$ cat src/logic/ks10_consts.svh
`ifndef KS10_CONSTS_SVH
`define KS10_CONSTS_SVH

// Datapath widths
`define WORD_W 36                // PDP-10 word
`define ADDR_W 18                // Halfword address

// Cycles a request may sit unacknowledged
`define NXM_TIMEOUT 16

// PC after reset
`define START_ADDR 18'o1000

// Interrupt vectors sit at base plus twice the level
`define PI_VEC_BASE 18'o40

// Opcode field codes, bits 35 to 27
`define OP_MOVE  9'o200
`define OP_MOVEI 9'o201
`define OP_MOVEM 9'o202
`define OP_ADD   9'o270
`define OP_JRST  9'o254
`define OP_JEN   9'o255
`define OP_HALT  9'o256

`endif
$ cat src/logic/ks10Pkg.sv
`include "ks10_consts.svh"

package ks10Pkg;

   // Opcodes, anything else halts
   typedef enum logic [8:0] {
      opMove  = `OP_MOVE,        // AC from memory
      opMovei = `OP_MOVEI,       // AC from effective address
      opMovem = `OP_MOVEM,       // AC to memory
      opAdd   = `OP_ADD,         // AC plus memory
      opJrst  = `OP_JRST,        // Jump
      opJen   = `OP_JEN,         // Dismiss and return
      opHalt  = `OP_HALT         // Stop
   } opcodeT;

   // Execution states
   typedef enum logic [2:0] {
      stHalted,                  // Waiting on console cont
      stFetch,                   // Instruction read in flight
      stDecode,                  // Opcode dispatch
      stOperand,                 // Operand read in flight
      stStore,                   // AC write in flight
      stIntr                     // Vector to interrupt handler
   } execStateT;

   ////////////////////////////////////////////////////////////
   // Bus request
   ////////////////////////////////////////////////////////////

   typedef struct packed {
      logic [`ADDR_W-1:0] addr;  // Word address
      logic               write; // 1 for write cycle
      logic [`WORD_W-1:0] data;  // Write data
   } busReqT;

   // Console status flags
   typedef struct packed {
      logic run;                 // Keep running
      logic cont;                // Leave halt
      logic exec;                // Single instruction
   } consoleT;

   // Interrupt level, 1 highest, 0 none
   typedef logic [2:0] piLevelT;

endpackage

$ cat src/logic/cpu.sv
`include "ks10_consts.svh"

module cpu (
   input  logic               clkT,       // Clock
   input  logic               rstN,       // Sync reset, active low
   input  logic               cslSet,     // Console load strobe
   input  logic               cslRun,     // Console run level
   input  logic               cslCont,    // Console continue level
   input  logic               cslExec,    // Console execute level
   input  logic [1:7]         ubaIntr,    // Unibus interrupt requests
   input  logic               cpuAck,     // Memory acknowledge
   input  logic [`WORD_W-1:0] cpuDataIn,  // Memory read data
   output logic               cpuReq,     // Bus request
   output ks10Pkg::busReqT    cpuBus,     // Address, write, data
   output logic               cpuNxm,     // Non-existent memory seen
   output logic               cpuHalt,    // Halted
   output ks10Pkg::consoleT   cpuCsl      // Console flag status
);

   logic               contTaken;
   logic               piIntr;
   ks10Pkg::piLevelT   piReqLevel;
   logic               piTake;
   logic               piDismiss;
   logic               busStart;
   ks10Pkg::busReqT    busReq;
   logic               busDone;
   logic               busNxm;
   logic [`WORD_W-1:0] busData;

   consoleIntf uConsoleIntf (.clkT(clkT), .rstN(rstN), .cslSet(cslSet), .cslRun(cslRun),
      .cslCont(cslCont), .cslExec(cslExec), .contTaken(contTaken), .cpuCsl(cpuCsl));

   piCtl uPiCtl (.clkT(clkT), .rstN(rstN), .ubaIntr(ubaIntr), .piTake(piTake),
      .piDismiss(piDismiss), .piIntr(piIntr), .piReqLevel(piReqLevel));

   execUnit uExecUnit (.clkT(clkT), .rstN(rstN), .cpuCsl(cpuCsl), .contTaken(contTaken),
      .piIntr(piIntr), .piReqLevel(piReqLevel), .piTake(piTake), .piDismiss(piDismiss),
      .busStart(busStart), .busReq(busReq), .busDone(busDone), .busNxm(busNxm),
      .busData(busData), .cpuHalt(cpuHalt));

   busIntf uBusIntf (.clkT(clkT), .rstN(rstN), .busStart(busStart), .busReq(busReq),
      .cpuAck(cpuAck), .cpuDataIn(cpuDataIn), .busDone(busDone), .busNxm(busNxm),
      .busData(busData), .cpuReq(cpuReq), .cpuBus(cpuBus), .cpuNxm(cpuNxm));

endmodule

$ cat src/logic/busIntf.sv
`include "ks10_consts.svh"

module busIntf (
   input  logic               clkT,       // Clock
   input  logic               rstN,       // Sync reset, active low
   input  logic               busStart,   // New cycle from execUnit
   input  ks10Pkg::busReqT    busReq,     // Cycle address and data
   input  logic               cpuAck,     // Memory acknowledge pulse
   input  logic [`WORD_W-1:0] cpuDataIn,  // Read data, valid with ack
   output logic               busDone,    // Cycle complete
   output logic               busNxm,     // Cycle timed out
   output logic [`WORD_W-1:0] busData,    // Captured read data
   output logic               cpuReq,     // Bus request level
   output ks10Pkg::busReqT    cpuBus,     // Held request
   output logic               cpuNxm      // Sticky NXM status
);

   localparam int cntW = $clog2(`NXM_TIMEOUT);
   localparam logic [cntW-1:0] cntLast = cntW'(`NXM_TIMEOUT - 1);

   logic [cntW-1:0] waitCnt;              // Cycles cpuReq has been up
   logic            timeout;

   // Last waiting cycle and still no ack
   assign timeout = cpuReq && !cpuAck && waitCnt == cntLast;

   ////////////////////////////////////////////////////////////
   // Request and NXM control
   ////////////////////////////////////////////////////////////

   always_ff @(posedge clkT) begin
      if (!rstN) begin
         cpuReq  <= 1'b0;
         busDone <= 1'b0;
         busNxm  <= 1'b0;
         cpuNxm  <= 1'b0;
         waitCnt <= '0;
      end else begin
         busDone <= cpuReq && cpuAck;     // One cycle after ack
         busNxm  <= timeout;
         if (timeout) begin
            cpuNxm <= 1'b1;               // Held until reset
         end
         if (busStart) begin
            cpuReq  <= 1'b1;              // Rises the cycle after start
            waitCnt <= '0;
         end else if (cpuAck || timeout) begin
            cpuReq  <= 1'b0;              // Done or abandoned
         end else if (cpuReq) begin
            waitCnt <= waitCnt + 1'b1;
         end
      end
   end

   // Request register and read return
   always_ff @(posedge clkT) begin
      if (busStart) begin
         cpuBus <= busReq;                // Stable for the whole cycle
      end
      if (cpuReq && cpuAck) begin
         busData <= cpuDataIn;
      end
   end

endmodule

$ cat src/logic/execUnit.sv
`include "ks10_consts.svh"

module execUnit (
   input  logic               clkT,        // Clock
   input  logic               rstN,        // Sync reset, active low
   input  ks10Pkg::consoleT   cpuCsl,      // Console flags
   output logic               contTaken,   // Leaving halt
   input  logic               piIntr,      // Interrupt pending
   input  ks10Pkg::piLevelT   piReqLevel,  // Pending level
   output logic               piTake,      // Accept pending level
   output logic               piDismiss,   // Clear active level
   output logic               busStart,    // Start bus cycle
   output ks10Pkg::busReqT    busReq,      // Cycle address and data
   input  logic               busDone,     // Cycle finished
   input  logic               busNxm,      // Cycle timed out
   input  logic [`WORD_W-1:0] busData,     // Read data
   output logic               cpuHalt      // Halted status
);

   ks10Pkg::execStateT state;
   ks10Pkg::execStateT nextState;
   ks10Pkg::execStateT bndState;           // Exit from an instruction boundary
   ks10Pkg::opcodeT    opcode;
   ks10Pkg::piLevelT   intrLevel;          // Level being vectored
   logic [`ADDR_W-1:0] pc;
   logic [`ADDR_W-1:0] savedPc;            // Interrupt return address
   logic [`ADDR_W-1:0] ea;                 // Effective address
   logic [`WORD_W-1:0] ac;                 // Accumulator
   logic [`WORD_W-1:0] ir;                 // Instruction register
   logic               busIssued;          // Current cycle already started
   logic               busState;

   assign opcode = ks10Pkg::opcodeT'(ir[`WORD_W-1:`WORD_W-9]);
   assign ea     = ir[`ADDR_W-1:0];

   ////////////////////////////////////////////////////////////
   // Sequencing
   ////////////////////////////////////////////////////////////

   // Boundary: halt first, then interrupts, then next fetch
   always_comb begin
      if (!cpuCsl.run || cpuCsl.exec) begin
         bndState = ks10Pkg::stHalted;     // Stop or single step done
      end else if (piIntr) begin
         bndState = ks10Pkg::stIntr;
      end else begin
         bndState = ks10Pkg::stFetch;
      end
   end

   always_comb begin
      nextState = state;
      case (state)
         ks10Pkg::stHalted: begin
            if (cpuCsl.cont && piIntr) begin
               nextState = ks10Pkg::stIntr;
            end else if (cpuCsl.cont) begin
               nextState = ks10Pkg::stFetch;
            end
         end
         ks10Pkg::stFetch: begin
            if (busNxm) begin
               nextState = ks10Pkg::stHalted;
            end else if (busDone) begin
               nextState = ks10Pkg::stDecode;
            end
         end
         ks10Pkg::stDecode: begin
            case (opcode)
               ks10Pkg::opMove, ks10Pkg::opAdd: nextState = ks10Pkg::stOperand;
               ks10Pkg::opMovem:                nextState = ks10Pkg::stStore;
               ks10Pkg::opMovei, ks10Pkg::opJrst, ks10Pkg::opJen: nextState = bndState;
               default:                         nextState = ks10Pkg::stHalted; // HALT too
            endcase
         end
         ks10Pkg::stOperand, ks10Pkg::stStore: begin
            if (busNxm) begin
               nextState = ks10Pkg::stHalted;
            end else if (busDone) begin
               nextState = bndState;
            end
         end
         ks10Pkg::stIntr: nextState = ks10Pkg::stFetch;  // Fetch at vector
         default:         nextState = ks10Pkg::stHalted;
      endcase
   end

   // Status and handshake pulses
   assign cpuHalt   = state == ks10Pkg::stHalted;
   assign contTaken = cpuHalt && cpuCsl.cont;
   assign piTake    = nextState == ks10Pkg::stIntr;    // Only entered for one cycle
   assign piDismiss = state == ks10Pkg::stDecode && opcode == ks10Pkg::opJen;

   ////////////////////////////////////////////////////////////
   // Bus requests
   ////////////////////////////////////////////////////////////

   assign busState = state == ks10Pkg::stFetch || state == ks10Pkg::stOperand ||
                     state == ks10Pkg::stStore;
   assign busStart = busState && !busIssued;          // First cycle of a bus state

   always_comb begin
      busReq      = '0;
      busReq.addr = pc;                               // Fetch by default
      if (state == ks10Pkg::stOperand) begin
         busReq.addr = ea;
      end else if (state == ks10Pkg::stStore) begin
         busReq.addr  = ea;
         busReq.write = 1'b1;
         busReq.data  = ac;
      end
   end

   ////////////////////////////////////////////////////////////
   // Control registers
   ////////////////////////////////////////////////////////////

   always_ff @(posedge clkT) begin
      if (!rstN) begin
         state     <= ks10Pkg::stHalted;
         pc        <= `START_ADDR;
         busIssued <= 1'b0;
      end else begin
         state <= nextState;
         if (busStart) begin
            busIssued <= 1'b1;
         end else if (busDone || busNxm) begin
            busIssued <= 1'b0;                        // Ready for next cycle
         end
         if (state == ks10Pkg::stFetch && busDone) begin
            pc <= pc + 1'b1;                          // Next sequential
         end else if (piDismiss) begin
            pc <= savedPc;                            // Back to interrupted code
         end else if (state == ks10Pkg::stDecode && opcode == ks10Pkg::opJrst) begin
            pc <= ea;
         end else if (state == ks10Pkg::stIntr) begin
            pc <= `PI_VEC_BASE + {{(`ADDR_W-4){1'b0}}, intrLevel, 1'b0};
         end
      end
   end

   // Datapath registers
   always_ff @(posedge clkT) begin
      if (state == ks10Pkg::stFetch && busDone) begin
         ir <= busData;
      end
      if (state == ks10Pkg::stDecode && opcode == ks10Pkg::opMovei) begin
         ac <= {{(`WORD_W-`ADDR_W){1'b0}}, ea};       // Zero extended
      end else if (state == ks10Pkg::stOperand && busDone) begin
         if (opcode == ks10Pkg::opMove) begin
            ac <= busData;
         end else begin
            ac <= ac + busData;                       // Wraps mod 2**36
         end
      end
      if (piTake) begin
         intrLevel <= piReqLevel;
      end
      if (state == ks10Pkg::stIntr) begin
         savedPc <= pc;                               // Already points past last insn
      end
   end

endmodule

$ cat src/logic/piCtl.sv
module piCtl (
   input  logic             clkT,        // Clock
   input  logic             rstN,        // Sync reset, active low
   input  logic [1:7]       ubaIntr,     // Request per level, bit n is level n
   input  logic             piTake,      // Requested level accepted
   input  logic             piDismiss,   // JEN executed
   output logic             piIntr,      // Interrupt pending
   output ks10Pkg::piLevelT piReqLevel   // Highest requested level
);

   logic [1:7]       inProg;             // Levels being serviced
   ks10Pkg::piLevelT curLevel;           // Highest level in progress

   // Highest priority set bit, lowest index wins
   function automatic ks10Pkg::piLevelT highest(input logic [1:7] v);
      ks10Pkg::piLevelT lvl;
      lvl = '0;                          // None
      for (int i = 7; i >= 1; i--) begin
         if (v[i]) begin
            lvl = 3'(i);
         end
      end
      return lvl;
   endfunction

   ////////////////////////////////////////////////////////////
   // Priority encoders
   ////////////////////////////////////////////////////////////

   assign piReqLevel = highest(ubaIntr);
   assign curLevel   = highest(inProg);

   // Request must strictly outrank everything in progress
   // Smaller number is higher priority
   always_comb begin
      if (piReqLevel == '0) begin
         piIntr = 1'b0;                  // Nothing requested
      end else if (curLevel == '0) begin
         piIntr = 1'b1;                  // Idle, any level goes
      end else begin
         piIntr = piReqLevel < curLevel;
      end
   end

   ////////////////////////////////////////////////////////////
   // In-progress register
   ////////////////////////////////////////////////////////////

   // Take sets the requested level
   // Dismiss clears only the highest active level
   always_ff @(posedge clkT) begin
      if (!rstN) begin
         inProg <= '0;
      end else begin
         for (int i = 1; i <= 7; i++) begin
            if (piTake && piReqLevel == 3'(i)) begin
               inProg[i] <= 1'b1;
            end else if (piDismiss && curLevel == 3'(i)) begin
               inProg[i] <= 1'b0;
            end
         end
      end
   end

endmodule

$ cat src/logic/consoleIntf.sv
module consoleIntf (
   input  logic             clkT,      // Clock
   input  logic             rstN,      // Sync reset, active low
   input  logic             cslSet,    // Load strobe
   input  logic             cslRun,    // Run level
   input  logic             cslCont,   // Continue level
   input  logic             cslExec,   // Execute level
   input  logic             contTaken, // CPU left halt
   output ks10Pkg::consoleT cpuCsl     // Flag register
);

   ////////////////////////////////////////////////////////////
   // Console flag register
   ////////////////////////////////////////////////////////////

   // The console drives run, cont and exec as levels and
   // qualifies them with a single cslSet strobe

   // Cont is a one-shot request
   // It stays up until the CPU actually leaves halt
   // Run and exec are left alone by the CPU

   always_ff @(posedge clkT) begin
      if (!rstN) begin
         cpuCsl <= '0;                  // Console idle
      end else if (cslSet) begin
         // Strobe wins over contTaken
         cpuCsl.run  <= cslRun;
         cpuCsl.cont <= cslCont;
         cpuCsl.exec <= cslExec;
      end else if (contTaken) begin
         cpuCsl.cont <= 1'b0;           // Request consumed
      end
   end

   // Flags go out to the top level too
   // They double as the CPU status the console reads back

   // Typical sequences
   //   run + cont      free running program
   //   exec + cont     one instruction then halt
   //   run cleared     halt at next boundary

   // Nothing here looks at cpuHalt
   // The execution unit decides when cont is taken

   // Note that a cont strobe while already running
   // sits until the next halt, then restarts the CPU

endmodule

$ cat config.mk
export PLATFORM = sky130hd
export DESIGN_NAME = cpu
export DESIGN_NICKNAME = d
export VERILOG_FILES = /design/src/logic/ks10Pkg.sv /design/src/logic/cpu.sv /design/src/logic/busIntf.sv /design/src/logic/execUnit.sv /design/src/logic/piCtl.sv /design/src/logic/consoleIntf.sv
export VERILOG_INCLUDE_DIRS = /design/src /design/src/logic
export SDC_FILE = /design/constraint.sdc
export NUM_CORES = 1
export LEC_CHECK = 0
export ABC_AREA = 1
export BUFFER_PORTS_ARGS = -buffer_cell sky130_fd_sc_hd__buf_4
export CAP_MARGIN = 30
export CORE_UTILIZATION = 57
export CTS_BUF_LIST = sky130_fd_sc_hd__clkbuf_8 sky130_fd_sc_hd__clkbuf_16
export CTS_CLUSTER_SIZE = 12
export DETAILED_ROUTE_END_ITERATION = 8
export GPL_TIMING_DRIVEN = 0
export PLACE_DENSITY_LB_ADDON = 0.15
export REMOVE_ABC_BUFFERS = 1
export SLEW_MARGIN = 0
export SYNTH_ARGS = -nofsm -noshare
export SYNTH_HDL_FRONTEND = slang
export SYNTH_SLANG_ARGS = --single-unit
export TNS_END_PERCENT = 20
$ cat constraint.sdc
create_clock -name clkT -period 4 [get_ports clkT]
set_input_delay 0.4 -clock clkT [delete_from_list [all_inputs] [get_ports clkT]]
set_output_delay 0.4 -clock clkT [all_outputs]
set_load 0.1 [all_outputs]
# Yosys cells after proc, flatten, opt, wreduce, memory -nomap -nowiden

Index checks and enable logic that the tools add are counted.

Muxes and demuxes: 55
$add $sub $neg: 4
Equality and inequality tests: 27
$lt $le $gt $ge: 1
Reductions and logical operators: 54
Bitwise gates (word level): 3

Operator list:

| operator                                             | count |
|---|---|
| two-way mux 18 bit                                   | 7 |
| two-way mux 3 bit                                    | 22 |
| two-way mux 55 bit                                   | 1 |
| equality test 9 x 8 -> 1 bit (second input constant) | 6 |
| adder 36 bit                                         | 1 |
| two-way mux 36 bit                                   | 1 |
| equality test 3 bit (second input constant)          | 11 |
| logical AND 1 bit                                    | 25 |
| two-way mux 1 bit                                    | 22 |
| nonzero test 2 bit                                   | 11 |
| adder 18 x 1 -> 18 bit (second input constant)       | 1 |
| equality test 3 x 2 -> 1 bit (second input constant) | 6 |
| case mux 3 bit (5 select lines)                      | 1 |
| equality test 3 x 1 -> 1 bit (second input constant) | 3 |
| logical NOT 3 bit                                    | 3 |
| case mux 3 bit (3 select lines)                      | 1 |
| OR reduction 2 bit                                   | 4 |
| adder 6 x 4 -> 7 bit (first input constant)          | 1 |
| logical OR 1 bit                                     | 5 |
| adder 4 x 1 -> 4 bit (second input constant)         | 1 |
| equality test 4 bit (second input constant)          | 1 |
| nonzero test 4 bit                                   | 1 |
| logical NOT 1 bit                                    | 3 |
| < comparator 3 bit                                   | 1 |
| other kinds (3)                                      | 5 |

Register bits after elaboration: 224
Output and inout bits: 61
Input bits: 50
Logic and storage cells: 171

# Depth between registers and ports, before layout

Depth in word-level cells: 18
Gate-level depth with buffers: 17
Gate-level depth less buffers: 17

# By module

A second synthesis with hierarchy kept.

Cell total of the unflattened synthesis: 1430
Area, all modules: 11648.7 µm²

By module, submodules not included:

| module      | area an instance (µm²) | sequential area each (µm²) | cells each | times used |
|---|---|---|---|---|
| execUnit    | 7860.0                 | 2782.7                     | 1186       | 1 |
| busIntf     | 3067.9                 | 2892.8                     | 134        | 1 |
| piCtl       | 608.1                  | 140.1                      | 94         | 1 |
| consoleIntf | 112.6                  | 60.1                       | 16         | 1 |

# Least setup slack after synthesis

OpenSTA, ideal clock, no wires.

Path kind: flip-flop to flip-flop
Start point: reg uExecUnit.state[2]
End point: reg uBusIntf.waitCnt[3]
Stages on the path, launching flop included: 8
Data arrival time: 3404 ps
Buffers on the path: 0
Required time: 3877 ps
Library setup time: 123 ps
Setup slack: 473 ps
Period minus slack after synthesis: 3527 ps
Path through: dfxtp_1 -> nand3_1 -> inv_1 -> nor2_1 -> nor2_1 -> nor2_1 -> inv_1 -> nor3_1

Longest elaborated chain between the ends: 5
Elaborated cells between the ends (all ways): 7
Classes of those cells: 3 x eq/ne; 4 x reduce/logical

RTL lines:

| element                                                                      | RTL line        | text |
|---|---|---|
| from (decl)                                                                  | execUnit.sv:20  | `ks10Pkg::execStateT state;` |
| from (signal assigned)                                                       | execUnit.sv:120 | `state <= ks10Pkg::stHalted;` |
| from (signal assigned)                                                       | execUnit.sv:124 | `state <= nextState;` |
| equality test 3 x 1 -> 1 bit or equality test 3 x 2 -> 1 bit (tied branches) | execUnit.sv:98  | `assign busState = state == ks10Pkg::stFetch \|\| state == ks10Pkg::stOperand \|\|` |
| logical OR 1 bit                                                             | execUnit.sv:98  |  |
| logical OR 1 bit (*)                                                         | execUnit.sv:98  |  |
| logical AND 1 bit (*)                                                        | execUnit.sv:100 | `assign busStart = busState && !busIssued;` |
| named net busStart                                                           | cpu.sv:25       | `logic busStart;` |
| OR reduction 2 bit (no source line) (*)                                      | -               |  |
| to (signal assigned)                                                         | busIntf.sv:50   | `waitCnt <= waitCnt + 1'b1;` |
| to (decl)                                                                    | busIntf.sv:21   | `logic [cntW-1:0] waitCnt;` |

Mark *: on every way through the listed nets, which the timed path passes. The rest lies on a longest branch.
A chain may end at the register's enable or synchronous reset.

# Worst setup path after layout

Start point: reg uExecUnit.ir[32]
End point: reg uExecUnit.ac[20]

Longest elaborated chain between the ends: 2
Elaborated cells between the ends (all ways): 4
Classes of those cells: 2 x eq/ne; 1 x mux; 1 x reduce/logical

RTL lines:

| element                                                 | RTL line                         | text |
|---|---|---|
| from (decl)                                             | execUnit.sv:29                   | `` logic [`WORD_W-1:0] ir; `` |
| from (signal assigned)                                  | execUnit.sv:145                  | `ir <= busData;` |
| equality test 9 x 8 -> 1 bit, on equally long branches  | execUnit.sv:150, execUnit.sv:147 |  |
| two-way mux 36 bit or logical AND 1 bit (tied branches) | execUnit.sv:150, execUnit.sv:147 |  |
| to (signal assigned)                                    | execUnit.sv:148                  | `` ac <= {{(`WORD_W-`ADDR_W){1'b0}}, ea}; `` |
| to (signal assigned)                                    | execUnit.sv:151                  | `ac <= busData;` |
| to (signal assigned)                                    | execUnit.sv:153                  | `ac <= ac + busData;` |
| to (decl)                                               | execUnit.sv:28                   | `` logic [`WORD_W-1:0] ac; `` |

Parallel ways exist; a longest one is shown, timed or not.

==> reports/results.ini <==
[logic_synthesis]
avgSynthCellArea_um2=8.480
synth_edf_count=157
synth_top_flop_cell=edfxtp_1
ys_types=48
mappedNetlistArea_mm2=0.01130
synthArstFlopShare_pct=0
synth-seq-area-share_pct=52.02
netlist_instances=1332
ys_seq_elements=215
yosysWarningCount=0

[cts]
postCtsHoldBufs=0
cts_max_level=1
post_cts_resized=0
cts_made_buffers=23
insertion_delay_ps=520
cts-root-buf=clkbuf_16
cts_tree=done
post_cts_buffers=0
cts.clk_slew.worst_paths_ps=60
clock_path_buffers=3
clock_sinks=215

[worst_setup_path]
crit_required_ps=4400
path_max_fanout=27
worstSetupPathType=reg2reg
start_kind=flip-flop
arrival_ps=3450
worstSetupEndpointType=flip-flop

[pwr]
ir_drop_mv=0.3971
combPwrFrac_pct=14.6
p_leak_uw=0.005594
netSwitchingPower_uw=1484
p_sw_share_pct=27.69
p_seq_share_pct=46.9
p_per_area_mw_per_mm2=405.4
p_int_uw=3875
power_frac_clock_pct=38.5

[place]
placed_cells_incl_taps=1684
placed_area_mm2=0.01246
hpwlAfterDp_um=20500
place_congestion=0.8910
portBuffers=110

[detailed_routing]
wire_per_inst_um=15.99
drtIter0Drc=629
wl_um=27610
viasPerCell=5.402
drc=0
vias=9323
drtPass1Iterations=5
antenna_left=0

[global_route]
antenna_found_initial=0
grt_pass1_vias=8785
grt_pass1_wl_um=43450
grt_util_all_layers_pct=27.33
gr-total-overflow=0
grt_max_degree=42

[timing]
slew_viol_final=0
setup_viol=0
fmax_mhz=328.2
whs_ps=51.95
min_period_over_period_pct=76.18
tightest_slew_ps=934.1
hold_viol=0
fin_crit_ps=3047
fin_setup_tns_ps=0
rsz0062_at_grt=false
slew_headroom_pct=37.64
fin_skew_ps=11.28

[final_layout]
final_cell_count_no_fill=1726
final_nets=1534
design_area_mm2=0.01322
final_util_pct=67.91
insertedDiodeCount=0
drive_gt1_share_pct=12.80
multiInputGateArea_mm2=0.004663
regArea_mm2=0.005876
syn_to_final_growth_pct=17.01
fill_cells=1624

[job]
timing.max_cap.violations=0

[floorplan]
io_pins=111
die_area_mm2=0.02038
die_y_um=142.8
rows=51
initial_core_util_pct=58.04
die_w_um=142.8
core_area_mm2=0.01946

[outcome]
status=finished clean

[hold_path]
hold_class=in2reg

-- power groups by stage --
stage | Combinational [uW] | Sequential (uW) | Clock (uW)
final | 785 | 2510 | 2060
after global routing | 832 | 2520 | 2170
after floorplan | 230 | 2910 | 0
after CTS | 787 | 2510 | 2090
after global placement | 769 | 2560 | 0
after detailed placement | 785 | 2560 | 0
-- state kept, by name, summed over array words and instances (netlist names) --
name                 flops
uExecUnit.ir            27
uPiCtl.inProg            7
uExecUnit.pc            18
uExecUnit.savedPc       18
uBusIntf.waitCnt         4
uConsoleIntf.cpuCsl      3
uBusIntf.cpuReq          1
uBusIntf.busData        36
uExecUnit.ac            36
uBusIntf.busNxm          1
uExecUnit.state          3
uExecUnit.intrLevel      3
uBusIntf.cpuBus         55
uExecUnit.busIssued      1
uBusIntf.cpuNxm          1
uBusIntf.busDone         1
-- cells in the final DEF (no fill, tap or decap), types with 3 or more instances in the layout --
| cell type | count |
|---|---|
| a21boi_0 | 3 |
| a21o_1 | 5 |
| a21oi_1 | 92 |
| a221oi_1 | 6 |
| a31oi_1 | 5 |
| buf_4 | 110 |
| clkbuf_16 | 24 |
| clkbuf_8 | 7 |
| dfxtp_1 | 58 |
| edfxtp_1 | 157 |
| ha_1 | 39 |
| inv_1 | 169 |
| inv_2 | 14 |
| nand2_1 | 292 |
| nand2_2 | 3 |
| nand3_1 | 59 |
| nand4_1 | 10 |
| nor2_1 | 172 |
| nor2_2 | 9 |
| nor3_1 | 25 |
| nor4_1 | 4 |
| o211ai_1 | 8 |
| o21ai_0 | 84 |
| o21ai_1 | 21 |
| o21bai_1 | 12 |
| o22ai_1 | 5 |
| o31ai_1 | 4 |
| or2_1 | 4 |
| xnor2_1 | 5 |
| xor2_1 | 22 |
-- kinds of logic after synthesis --
group / count (synthesis) / synth area share (%)
AO/OA/AOI/OAI: 255 / 12.64
buffers and inverters: 203 / 6.890
XOR/XNOR: 27 / 2.093
adder cells (fa/ha/maj): 40 / 4.497
AND/OR/NAND/NOR: 592 / 21.87
flip-flops: 215 / 52.02
-- routing by layer --
metal	up-vias	GRT usage, %	wire length [um]
li1	4696	-	-
met1	4307	35.39	12100
met2	270	48.32	13510
met3	50	2.951	1281
met4	0	7.866	713
met5	-	0	0
-- cell usage after synthesis, drive strengths merged (8+ instances only) --
cell	count	share of area, %
xor2	22	1.7
o211ai	8	0.53
ha	39	4.3
o21bai	12	0.80
nand2	296	10
nor2	182	6.2
a21oi	94	4.2
o21ai	106	4.7
edfxtp	157	42
buf	8	0.41
clkbuf	20	0.66
dfxtp	58	10
nor3	27	1.3
nand4	12	0.78
nand3	61	2.7
inv	174	5.8
-- metrics by stage --
step	setup slack, ps	power, uW
6_report	952.9	5359
5_1_grt	659.8	5520
3_3_place_gp	-2623	3333
4_1_cts	940.9	5392
2_1_floorplan	-240.9	3141
3_5_place_dp	979.4	3343
-- worst paths after layout --
kind | start | to | slack [ps] | depth (start not counted)
setup / recovery | uExecUnit.ir[32] | uExecUnit.ac[20] | 950 | 9
hold / removal | cpuDataIn[3] | uBusIntf.busData[3] | 50 | 1
setup reg to reg | uExecUnit.ir[32] | uExecUnit.ac[20] | 950 | 9
hold reg to reg | uExecUnit.ac[24] | uExecUnit.ac[24] | 470 | 2
-- cell type report --
class	instances	area share [%]
repair buffers	115	7.081
flip-flops and latches	215	44.45
well taps	265	2.509
inverters	175	4.970
clock inverters	11	0.4354
clock buffers	31	5.273
multi-input cells	914	35.28
-- critical path: stages, from the launching register on --
cell,delay [ps]
edfxtp_1,440
or2_1,260
nor2_2,150
nand2_1,110
nor2_2,530
inv_2,350
nand2_2,630
inv_2,260
nand2_1,120
o21ai_1,70
Power figures use the tool's default switching activity.
